File: src/verilog/cam_cfg_pkg.sv
package cam_cfg_pkg;

    // Sensor register map widths
    typedef logic [15:0] reg_addr_t;
    typedef logic [7:0]  reg_data_t;
    typedef logic [7:0]  i2c_byte_t;
    typedef logic [7:0]  entry_idx_t;

    // Command flags that go with every byte handed to the I2C master
    typedef struct packed {
        logic start;  // Generate START before the byte
        logic stop;   // Generate STOP after the byte
        logic write;  // Byte is transmitted, not read
    } i2c_cmd_t;

    typedef struct packed {
        reg_addr_t addr;
        reg_data_t data;
        logic      last;  // Final entry of the walk
    } reg_write_t;

    // Byte position inside one four-byte write
    typedef enum logic [1:0] {
        PH_DEV     = 2'd0,
        PH_ADDR_HI = 2'd1,
        PH_ADDR_LO = 2'd2,
        PH_DATA    = 2'd3
    } byte_phase_t;

    typedef enum logic [1:0] {
        ST_POWERUP = 2'd0,
        ST_ISSUE   = 2'd1,
        ST_DONE    = 2'd2
    } walk_state_t;

    // 7-bit address 0x3c shifted left with the R/W bit clear
    localparam i2c_byte_t DEV_WRITE_ADDR = 8'h78;

    localparam int TABLE_DEPTH = 16;  // Entries held in the lookup

endpackage

File: src/verilog/cam_cfg_index.sv
`timescale 1ns/1ps

module cam_cfg_index #(
    parameter int POWERUP_CYCLES = 1000000,
    parameter int REG_COUNT      = 16
) (
    input  logic                    clk,
    input  logic                    rst_n,
    output logic                    idx_valid,
    output cam_cfg_pkg::entry_idx_t idx,
    output logic                    idx_last,
    input  logic                    idx_ready
);
    import cam_cfg_pkg::*;

    localparam int         CNT_W    = $clog2(POWERUP_CYCLES + 1);
    localparam entry_idx_t LAST_IDX = entry_idx_t'(REG_COUNT - 1);

    walk_state_t      state;
    logic [CNT_W-1:0] wait_cnt;  // Power-up delay counter
    logic             idx_fire;

    assign idx_valid = (state == ST_ISSUE);
    assign idx_last  = (idx == LAST_IDX);
    assign idx_fire  = idx_valid && idx_ready;

    always_ff @(posedge clk or negedge rst_n) begin
        if (!rst_n) begin
            state    <= ST_POWERUP;
            wait_cnt <= '0;
            idx      <= '0;
        end else begin
            case (state)
                ST_POWERUP: begin
                    // Leave on the POWERUP_CYCLES-th edge after reset release
                    if (wait_cnt == CNT_W'(POWERUP_CYCLES - 1)) begin
                        state <= ST_ISSUE;
                    end else begin
                        wait_cnt <= wait_cnt + 1'b1;
                    end
                end
                ST_ISSUE: begin
                    if (idx_fire) begin
                        if (idx_last) begin
                            state <= ST_DONE;  // Whole table handed over
                        end else begin
                            idx <= idx + 1'b1;
                        end
                    end
                end
                ST_DONE: begin
                    state <= ST_DONE;  // Idle until the next reset
                end
                default: begin
                    state <= ST_POWERUP;
                end
            endcase
        end
    end

    // Walk must stop at the last programmed register
    a_idx_in_range: assert property (
        @(posedge clk) disable iff (!rst_n)
        idx_valid |-> (int'(idx) < REG_COUNT)
    ) else $error("index walked past REG_COUNT");

endmodule

File: src/verilog/cam_cfg_table.sv
`timescale 1ns/1ps

module cam_cfg_table (
    input  logic                    clk,
    input  logic                    rst_n,
    input  logic                    idx_valid,
    input  cam_cfg_pkg::entry_idx_t idx,
    input  logic                    idx_last,
    output logic                    idx_ready,
    output logic                    entry_valid,
    output cam_cfg_pkg::reg_write_t entry,
    input  logic                    entry_ready
);
    import cam_cfg_pkg::*;

    reg_write_t lut_entry;   // Lookup result for the offered index
    reg_write_t hold_entry;  // Second slot while the serializer stalls
    logic       hold_valid;
    logic       in_fire;
    logic       out_free;

    assign idx_ready = !hold_valid;  // Registered only, no path from idx_valid
    assign in_fire   = idx_valid && idx_ready;
    assign out_free  = !entry_valid || entry_ready;

    // Start of the sensor bring-up sequence
    always_comb begin
        lut_entry.last = idx_last;
        case (idx)
            8'd0:    {lut_entry.addr, lut_entry.data} = {16'h3103, 8'h11};  // Clock from pad
            8'd1:    {lut_entry.addr, lut_entry.data} = {16'h3008, 8'h82};  // Soft reset
            8'd2:    {lut_entry.addr, lut_entry.data} = {16'h3008, 8'h42};  // Soft power down
            8'd3:    {lut_entry.addr, lut_entry.data} = {16'h3103, 8'h03};  // Clock from PLL
            8'd4:    {lut_entry.addr, lut_entry.data} = {16'h3017, 8'hff};  // Pad output enables
            8'd5:    {lut_entry.addr, lut_entry.data} = {16'h3018, 8'hff};
            8'd6:    {lut_entry.addr, lut_entry.data} = {16'h3034, 8'h1a};
            8'd7:    {lut_entry.addr, lut_entry.data} = {16'h3037, 8'h13};  // PLL dividers
            8'd8:    {lut_entry.addr, lut_entry.data} = {16'h3108, 8'h01};
            8'd9:    {lut_entry.addr, lut_entry.data} = {16'h3630, 8'h36};
            8'd10:   {lut_entry.addr, lut_entry.data} = {16'h3631, 8'h0e};
            8'd11:   {lut_entry.addr, lut_entry.data} = {16'h3632, 8'he2};
            8'd12:   {lut_entry.addr, lut_entry.data} = {16'h3633, 8'h12};
            8'd13:   {lut_entry.addr, lut_entry.data} = {16'h3621, 8'he0};
            8'd14:   {lut_entry.addr, lut_entry.data} = {16'h3704, 8'ha0};
            8'd15:   {lut_entry.addr, lut_entry.data} = {16'h3703, 8'h5a};
            default: {lut_entry.addr, lut_entry.data} = '0;
        endcase
    end

    always_ff @(posedge clk or negedge rst_n) begin
        if (!rst_n) begin
            entry_valid <= 1'b0;
            hold_valid  <= 1'b0;
        end else if (out_free) begin
            // Output slot refills from the holding slot first
            entry_valid <= hold_valid || in_fire;
            hold_valid  <= 1'b0;
        end else if (in_fire) begin
            hold_valid <= 1'b1;
        end
    end

    always_ff @(posedge clk) begin
        if (out_free) begin
            entry <= hold_valid ? hold_entry : lut_entry;
        end else if (in_fire) begin
            hold_entry <= lut_entry;
        end
    end

    a_entry_stable: assert property (
        @(posedge clk) disable iff (!rst_n)
        (entry_valid && !entry_ready) |=> (entry_valid && $stable(entry))
    ) else $error("entry changed while stalled");

endmodule

File: src/verilog/cam_cfg_serializer.sv
`timescale 1ns/1ps

module cam_cfg_serializer (
    input  logic                    clk,
    input  logic                    rst_n,
    input  logic                    entry_valid,
    input  cam_cfg_pkg::reg_write_t entry,
    output logic                    entry_ready,
    output logic                    cmd_valid,
    output cam_cfg_pkg::i2c_cmd_t   cmd,
    output cam_cfg_pkg::i2c_byte_t  cmd_byte,
    input  logic                    cmd_ready,
    output logic                    config_done
);
    import cam_cfg_pkg::*;

    localparam i2c_cmd_t CMD_FIRST = '{start: 1'b1, stop: 1'b0, write: 1'b1};
    localparam i2c_cmd_t CMD_MID   = '{start: 1'b0, stop: 1'b0, write: 1'b1};
    localparam i2c_cmd_t CMD_LAST  = '{start: 1'b0, stop: 1'b1, write: 1'b1};
    localparam i2c_cmd_t CMD_IDLE  = '{start: 1'b0, stop: 1'b0, write: 1'b0};

    byte_phase_t phase;       // Byte currently offered
    reg_write_t  cur;         // Entry being framed
    logic        entry_fire;
    logic        cmd_fire;

    // Free only between transactions
    assign entry_ready = (phase == PH_DEV) && !cmd_valid && !config_done;
    assign entry_fire  = entry_valid && entry_ready;
    assign cmd_fire    = cmd_valid && cmd_ready;

    always_ff @(posedge clk or negedge rst_n) begin
        if (!rst_n) begin
            phase       <= PH_DEV;
            cmd_valid   <= 1'b0;
            config_done <= 1'b0;
        end else if (entry_fire) begin
            cmd_valid <= 1'b1;  // Device address goes out first
        end else if (cmd_fire) begin
            case (phase)
                PH_DEV:     phase <= PH_ADDR_HI;
                PH_ADDR_HI: phase <= PH_ADDR_LO;
                PH_ADDR_LO: phase <= PH_DATA;
                default: begin
                    // Stop byte taken, transaction closed
                    phase       <= PH_DEV;
                    cmd_valid   <= 1'b0;
                    config_done <= config_done || cur.last;
                end
            endcase
        end
    end

    // Byte and flags for the next phase, loaded as the current one is taken
    always_ff @(posedge clk) begin
        if (entry_fire) begin
            cur      <= entry;
            cmd      <= CMD_FIRST;
            cmd_byte <= DEV_WRITE_ADDR;
        end else if (cmd_fire) begin
            case (phase)
                PH_DEV: begin
                    cmd      <= CMD_MID;
                    cmd_byte <= cur.addr[15:8];
                end
                PH_ADDR_HI: begin
                    cmd_byte <= cur.addr[7:0];
                end
                PH_ADDR_LO: begin
                    cmd      <= CMD_LAST;
                    cmd_byte <= cur.data;
                end
                default: begin
                    cmd <= CMD_IDLE;
                end
            endcase
        end
    end

    // Nothing may reach the bus once the table is finished
    a_quiet_after_done: assert property (
        @(posedge clk) disable iff (!rst_n)
        config_done |-> !$rose(cmd_valid)
    ) else $error("command issued after config_done");

endmodule

File: src/verilog/cam_cfg_top.sv
`timescale 1ns/1ps

module cam_cfg_top #(
    parameter int POWERUP_CYCLES = 1000000,  // 20 ms at 50 MHz
    parameter int REG_COUNT      = 16
) (
    input  logic                   clk,
    input  logic                   rst_n,
    output logic                   cmd_valid,
    output cam_cfg_pkg::i2c_cmd_t  cmd,
    output cam_cfg_pkg::i2c_byte_t cmd_byte,
    input  logic                   cmd_ready,
    output logic                   config_done
);
    import cam_cfg_pkg::*;

    logic       idx_valid;
    entry_idx_t idx;
    logic       idx_last;
    logic       idx_ready;
    logic       entry_valid;
    reg_write_t entry;
    logic       entry_ready;

    if (REG_COUNT > TABLE_DEPTH) begin : g_count_check
        $error("REG_COUNT larger than the register table");
    end

    cam_cfg_index #(
        .POWERUP_CYCLES (POWERUP_CYCLES),
        .REG_COUNT      (REG_COUNT)
    ) u_index (
        .clk       (clk),
        .rst_n     (rst_n),
        .idx_valid (idx_valid),
        .idx       (idx),
        .idx_last  (idx_last),
        .idx_ready (idx_ready)
    );

    cam_cfg_table u_table (
        .clk         (clk),
        .rst_n       (rst_n),
        .idx_valid   (idx_valid),
        .idx         (idx),
        .idx_last    (idx_last),
        .idx_ready   (idx_ready),
        .entry_valid (entry_valid),
        .entry       (entry),
        .entry_ready (entry_ready)
    );

    cam_cfg_serializer u_serializer (
        .clk         (clk),
        .rst_n       (rst_n),
        .entry_valid (entry_valid),
        .entry       (entry),
        .entry_ready (entry_ready),
        .cmd_valid   (cmd_valid),
        .cmd         (cmd),
        .cmd_byte    (cmd_byte),
        .cmd_ready   (cmd_ready),
        .config_done (config_done)
    );

endmodule

File: config.mk
export PLATFORM = sky130hd
export DESIGN_NAME = cam_cfg_top
export DESIGN_NICKNAME = d
export VERILOG_FILES = /design/src/verilog/cam_cfg_pkg.sv /design/src/verilog/cam_cfg_index.sv /design/src/verilog/cam_cfg_table.sv /design/src/verilog/cam_cfg_serializer.sv /design/src/verilog/cam_cfg_top.sv
export SDC_FILE = /design/constraint.sdc
export NUM_CORES = 1
export LEC_CHECK = 0
export BUFFER_PORTS_ARGS = -buffer_cell sky130_fd_sc_hd__buf_2
export CAP_MARGIN = 20
export CORE_UTILIZATION = 35
export CTS_BUF_LIST = sky130_fd_sc_hd__clkbuf_16
export CTS_CLUSTER_SIZE = 28
export DETAILED_ROUTE_END_ITERATION = 10
export PLACE_DENSITY_LB_ADDON = 0.08
export SYNTH_ARGS = -nofsm -noshare
export SYNTH_HDL_FRONTEND = slang
export SYNTH_SLANG_ARGS = --single-unit
File: constraint.sdc
create_clock -name clk -period 4.8 [get_ports clk]
set_input_delay 0.48 -clock clk [delete_from_list [all_inputs] [get_ports clk]]
set_output_delay 0.48 -clock clk [all_outputs]
set_load 0.03 [all_outputs]
# Yosys cells after proc, flatten, opt, wreduce, memory -nomap -nowiden
# Memory sizes are Yosys's and may differ from the RTL's.
# Index checks and enable logic that the tools add are counted.
# classes
n_addsub	2
n_eq_ne	10
muxes	14
bitwise	6
n_reduce_logical	28
# op_table
operator	count
25-bit 2-to-1 mux	1
24-bit 2-to-1 mux	1
8-bit case mux with 3 select lines	1
20-bit by 1-bit adder with 20-bit output, second input constant	1
20-bit equality test, second input constant	1
2-bit case mux with 3 select lines	2
2-bit AND reduction	6
3-bit case mux with 3 select lines	1
3-bit AND reduction	3
8-bit by 1-bit adder with 8-bit output, second input constant	1
8-bit by 4-bit equality test with 1-bit output, second input constant	1
2-bit 2-to-1 mux	3
1-bit inverter	6
1-bit logical AND	5
1-bit 2-to-1 mux	5
2-bit by 1-bit equality test with 1-bit output, second input constant	2
2-bit equality test, second input constant	2
1-bit logical NOT	4
2-bit logical NOT	2
4-bit logical NOT	1
2-bit by 1-bit inequality test with 1-bit output, second input constant	2
2-bit inequality test, second input constant	2
2-bit nonzero test	2
1-bit logical OR	3
2 further kinds	2
# word_totals
reg_bits	122
mem_bits_ro	272
input_bits	3
output_inout_bits	13
word_cells	82
mem_count	1
# mem_list
memory	words	word_bits	read_ports	rd_clocked_by_memory_dff	wr	line	text
(no name shown)	16	17	1	0	0	cam_cfg_table.sv:29	case (idx)

# Longest topological paths before layout
# logic_depth
word_depth	6
ltp_mapped	8
ltp_nobuf	6

# Modules after synthesis
# A second synthesis with hierarchy kept.
# unflattened
hier_cells	397
hier_area_um2	4967.3
# by_module_without_submodules
mod	instances	cells_each	area_each_um2	seq_area_each_um2
cam_cfg_table	1	160	1968.1	1131.1
cam_cfg_serializer	1	108	1554.0	1071.0
cam_cfg_index	1	129	1445.1	750.7

# Worst setup path after synthesis
# No wires, ideal clock.
# synth_path
path_type	register -> register
startpoint	register u_serializer.cmd_valid
endpoint	register u_table.hold_entry[0] (netlist name), enable pin
setup_ns	0.393
arrival_time_ns	2.052
t_required_ns	4.407
slack_ns	2.355
path_stages_with_launch	5
path_buffers	0
synth_period_minus_slack_ns	2.445
cell_sequence	dfrtp_1 -> nor2_1 -> nand2_1 -> nand2_1 -> nor2_1
# synth_between
elab_chain_len	6
# synth_rtl
element	line	text
start: declaration	cam_cfg_serializer.sv:9	output logic cmd_valid,
start signal: assignment	cam_cfg_serializer.sv:35	cmd_valid <= 1'b0;
start signal: assignment	cam_cfg_serializer.sv:38	cmd_valid <= 1'b1;
start signal: assignment	cam_cfg_serializer.sv:47	cmd_valid <= 1'b0;
1-bit logical NOT	cam_cfg_serializer.sv:28	assign entry_ready = (phase == PH_DEV) && !cmd_valid && !config_done;
1-bit logical AND (2 in a row)	cam_cfg_serializer.sv:28	
1-bit logical OR	cam_cfg_table.sv:24	assign out_free = !entry_valid || entry_ready;
1-bit inverter (no source line)	n/a	
2-bit AND reduction (no source line)	n/a	
end signal: assignment	cam_cfg_table.sv:67	hold_entry <= lut_entry;
end: declaration	cam_cfg_table.sv:17	reg_write_t hold_entry;
# No other way between the ends.
# A chain may end at the register's enable or synchronous reset.

# Worst setup path in the final report
# layout_path
startpoint	register u_index.idx[4]
endpoint	register u_index.state[0]
# layout_between
elab_chain_len	3
# layout_rtl
element	line	text
start: declaration	cam_cfg_index.sv:10	output cam_cfg_pkg::entry_idx_t idx,
start signal: assignment	cam_cfg_index.sv:47	idx <= idx + 1'b1;
8-bit by 4-bit equality test with 1-bit output	cam_cfg_index.sv:24	assign idx_last = (idx == LAST_IDX);
2-bit inequality test (no source line)	n/a	
3-bit AND reduction (no source line)	n/a	
end signal: assignment	cam_cfg_index.sv:29	state <= ST_POWERUP;
end signal: assignment	cam_cfg_index.sv:37	state <= ST_ISSUE;
end signal: assignment	cam_cfg_index.sv:45	state <= ST_DONE;
end: declaration	cam_cfg_index.sv:19	walk_state_t state;
# No other way between the ends.

==> metrics list <==
- Via count of the first global-routing pass: 2589
- Once layout is complete, the utilization of the core stands at 0.397.
* Area taken by multi-input logic gates: 1660 sq um
- The number of hold violations in the final report came to 0.
* Reg area: between 2000 and 3000 sq um
- For this design, the CTS-stage hold fixing added 0 buffers.
- Static leakage: 1.95 nW
- Total I/O pin count: 16
- Endpoint class of the critical path: flop
- The initial antenna violation count came to 0.
- Before antenna repair, the detailed router went through 4 iterations.
- # fillers: roughly 1200
- Counting flops with a built-in enable in the synthesized netlist gives 54.
* Fmax: between 0.4 and 0.5 GHz
- Clock transition time at the flip-flop clock pins of the worst setup and hold paths: 0.06 ns
- Drt first-iter violations: between 150 and 200
- Antenna fix cells: 0
* Clock buffer count from CTS: 9
- The worst setup path is of the reg2reg kind.
- Setup tns final: 0 ns
- Clk Latency, worst-skew pair: 0.35 ns
- The die is approximately 120 um tall.
- Hold slack: around 0.23 ns
* Area after DPL: 4750 sq um
- Setup violations remaining at the end of the flow were counted as 0.
* Power density over cell area: 383 nW/um^2
- Entering global routing, the biggest net connects 37 pins.
- Post-detail-place hpwl: about 5300 um
* Status: complete, no violations
- After detailed routing, the number of remaining DRC violations is 0.
- A synthesized cell averages 12.0 sq um.
- Worst voltage drop across the vdd grid: between 150 and 200 uV
* Cell Count, Final, Fillers Out: 562
- The detail route stage leaves a number of antenna-violating nets equal to 0.
- The mapped netlist covers roughly 4500 sq um.
* Source of the worst register-to-register timing path: u_index.idx[4]
* Average wire length per cell after detail routing: 14.0 um
* Required time of the worst setup path: 5.03 ns
- Share of synthesized flip-flops with an asynchronous set or reset: 0.356
- Critical path origin: u_index.idx[4]
* Area of the core region: 12600 sq um
- The final max-slew violation count is 0.
- Pin slew with the least headroom to its limit: 0.947 ns
- GR Overflow Total: 0
* Sinks on Clock Net: 101
* Total number of H-tree levels: 3
- Final Wtd Congestion: 0.724
- Total number of nets in the final design: 405
* First-pass GRT wire length: about 13000 um
- The clock arrives with 0.00621 ns of skew.
* Yosys reg bits: 101
- Total number of yosys warnings: 0
- The floorplan has 41 rows.
- In the finished design, the share of the clock period the worst path needs comes to 0.516.
- In the post-route analysis, the smallest setup slack over all paths is roughly 2.3 ns.
- The die covers 13400 sq um.
- Port bufs: 15
- In the synthesized netlist the dominant register cell turns out to be sky130_fd_sc_hd__edfxtp_1.
* Initial core utilization: 0.358
- TritonCTS built the clock tree.
* DP Worst Slack: 2.33 ns
- Once the clock tree was built, the setup fixing pass inserted 0 buffers.
- Final critical-path required period: approximately 2.5 ns
- Counting every net in the synthesized netlist gives 395.
- Depth of the worst register-to-register path: 4
- Area delta synth->final: 11.0%
- The min-delay analysis places its worst path in the category in2async.
- Number of maximum-capacitance violations: 0
* CTS Root Buffer Type: sky130_fd_sc_hd__clkbuf_16
- Dividing the detail-routed via count by the number of cells gives 4.77.
* Number of instances in the synthesized netlist: 375
* Power after layout: 1.92 mW
* Area of all placed cells without fillers: about 5000 sq um
- Yosys cell types: 45
- Of all nets on the critical path, the largest fanout is 24.
- The longest clock path from root to sink contains 2 buffers.
* Arrival time at the worst endpoint: 2.71 ns
- Once placement completed, the tool counted placed cells totaling 546.
- Gates resized, CTS repair: 0
- Die boundary width: 116 um
- Of the synthesized area, sequential elements account for 0.608.
* CP startpoint kind: flop
- GRT Overall Usage: 0.134
* RSZ-0062 raised after global routing: false
- Relative max-transition margin: 0.369
* Total length of routed wires: roughly 7900 um
- Across all layers, the routed design uses around 2700 vias.
- Ratio of cells with drive above 1 in the final layout: 0.128
-- critical path, stage by stage, from the launching register on --
cell                      delay [ns]
sky130_fd_sc_hd__dfrtp_1        0.40
sky130_fd_sc_hd__or4_1          0.92
sky130_fd_sc_hd__o31a_1         0.42
sky130_fd_sc_hd__a211o_1        0.31
sky130_fd_sc_hd__mux2_4         0.31
-- cell type report --
cell class / instances / share of cell area
clock buffers: 9 / 0.0450
flip-flops and latches: 101 / 0.548
inverters: 12 / 0.00900
well taps: 172 / 0.0430
multi-input cells: 245 / 0.332
clock inverters: 7 / 0.00725
repair buffers: 16 / 0.0165
-- registers in the layout (all words and copies together), names as in the netlist --
| register | count |
|---|---|
| u_index.wait_cnt | 20 |
| u_serializer.cur | 18 |
| u_table.entry | 18 |
| u_table.hold_entry | 18 |
| u_index.idx | 8 |
| u_serializer.cmd_byte | 8 |
| u_serializer.cmd | 3 |
| u_index.state | 2 |
| u_serializer.phase | 2 |
| u_serializer.cmd_valid | 1 |
| u_serializer.config_done | 1 |
| u_table.entry_valid | 1 |
| u_table.hold_valid | 1 |
-- kinds of logic (layout without fill, tap and decap cells) --
| group | Yosys count | after routing | share of synthesized area |
|---|---|---|---|
| flip-flops | 101 | 101 | 0.608 |
| adder cells (fa/ha/maj) | 17 | 17 | 0.0471 |
| multiplexers | 21 | 21 | 0.0560 |
| AO/OA/AOI/OAI | 60 | 60 | 0.0876 |
| buffers and inverters | 29 | 44 | 0.0244 |
| AND/OR/NAND/NOR | 123 | 123 | 0.131 |
| XOR/XNOR | 24 | 24 | 0.0466 |
-- cells in the final DEF (no fill, tap or decap), types with 3 or more instances in the layout --
master,count
sky130_fd_sc_hd__clkbuf_16,9
sky130_fd_sc_hd__nand3_1,18
sky130_fd_sc_hd__nand4_1,6
sky130_fd_sc_hd__o31ai_1,7
sky130_fd_sc_hd__and2_1,4
sky130_fd_sc_hd__mux2_2,16
sky130_fd_sc_hd__o211ai_1,3
sky130_fd_sc_hd__edfxtp_1,54
sky130_fd_sc_hd__inv_1,14
sky130_fd_sc_hd__a211oi_1,7
sky130_fd_sc_hd__ha_1,17
sky130_fd_sc_hd__dfxtp_1,11
sky130_fd_sc_hd__a22oi_1,7
sky130_fd_sc_hd__buf_2,15
sky130_fd_sc_hd__xor2_1,6
sky130_fd_sc_hd__o21a_1,3
sky130_fd_sc_hd__nor3_1,6
sky130_fd_sc_hd__xnor2_1,18
sky130_fd_sc_hd__nor2_1,29
sky130_fd_sc_hd__o21ai_0,9
sky130_fd_sc_hd__dfrtp_1,36
sky130_fd_sc_hd__a21oi_1,15
sky130_fd_sc_hd__nand2_1,38
sky130_fd_sc_hd__nand2b_1,6
sky130_fd_sc_hd__nor4_1,3
-- cells in the mapped netlist (3+ instances only) --
library cell	count	area, sq um
sky130_fd_sc_hd__a211oi_1	7	52.6
sky130_fd_sc_hd__a21oi_1	15	75.1
sky130_fd_sc_hd__a22oi_1	7	52.6
sky130_fd_sc_hd__and2_1	4	25.0
sky130_fd_sc_hd__buf_1	3	11.3
sky130_fd_sc_hd__clkbuf_1	13	48.8
sky130_fd_sc_hd__dfrtp_1	36	901
sky130_fd_sc_hd__dfxtp_1	11	220
sky130_fd_sc_hd__edfxtp_1	54	1620
sky130_fd_sc_hd__ha_1	17	213
sky130_fd_sc_hd__inv_1	12	45.0
sky130_fd_sc_hd__mux2_2	16	180
sky130_fd_sc_hd__nand2_1	38	143
sky130_fd_sc_hd__nand2b_1	6	37.5
sky130_fd_sc_hd__nand3_1	18	90.1
sky130_fd_sc_hd__nand4_1	6	37.5
sky130_fd_sc_hd__nor2_1	29	109
sky130_fd_sc_hd__nor3_1	6	30.0
sky130_fd_sc_hd__nor4_1	3	18.8
sky130_fd_sc_hd__o211ai_1	3	22.5
sky130_fd_sc_hd__o21a_1	3	22.5
sky130_fd_sc_hd__o21ai_0	9	45.0
sky130_fd_sc_hd__o31ai_1	7	52.6
sky130_fd_sc_hd__xnor2_1	18	158
sky130_fd_sc_hd__xor2_1	6	52.6
-- report_power, final --
| group | leakage (nW) | internal [mW] | switching [mW] | total [mW] |
|---|---|---|---|---|
| logic | 0.726 | 0.0905 | 0.198 | 0.288 |
| clock network | 0.131 | 0.344 | 0.309 | 0.653 |
| registers | 1.10 | 0.947 | 0.0294 | 0.976 |
| total | 1.95 | 1.38 | 0.536 | 1.92 |
-- metal layers --
layer / GRT usage / share of wire / vias to the layer above
met4: 0.0883 / 0.029 / 0
li1: - / - / 1369
met5: 0 / 0 / -
met3: 0.0256 / 0.019 / 13
met1: 0.195 / 0.55 / 1273
met2: 0.180 / 0.40 / 28
-- final timing paths --
check / slack [ns] / end
hold / removal: 0.23 / u_index.wait_cnt[4]
max in group asynchronous: 4.02 / u_serializer.cmd_valid
setup / recovery: 2.32 / u_index.state[0]
setup reg to reg: 2.32 / u_index.state[0]
hold reg to reg: 0.42 / u_serializer.cur[7]
min in group clk: 0.42 / u_serializer.cur[7]
Note: power is estimated with default switching activity, not from simulation.
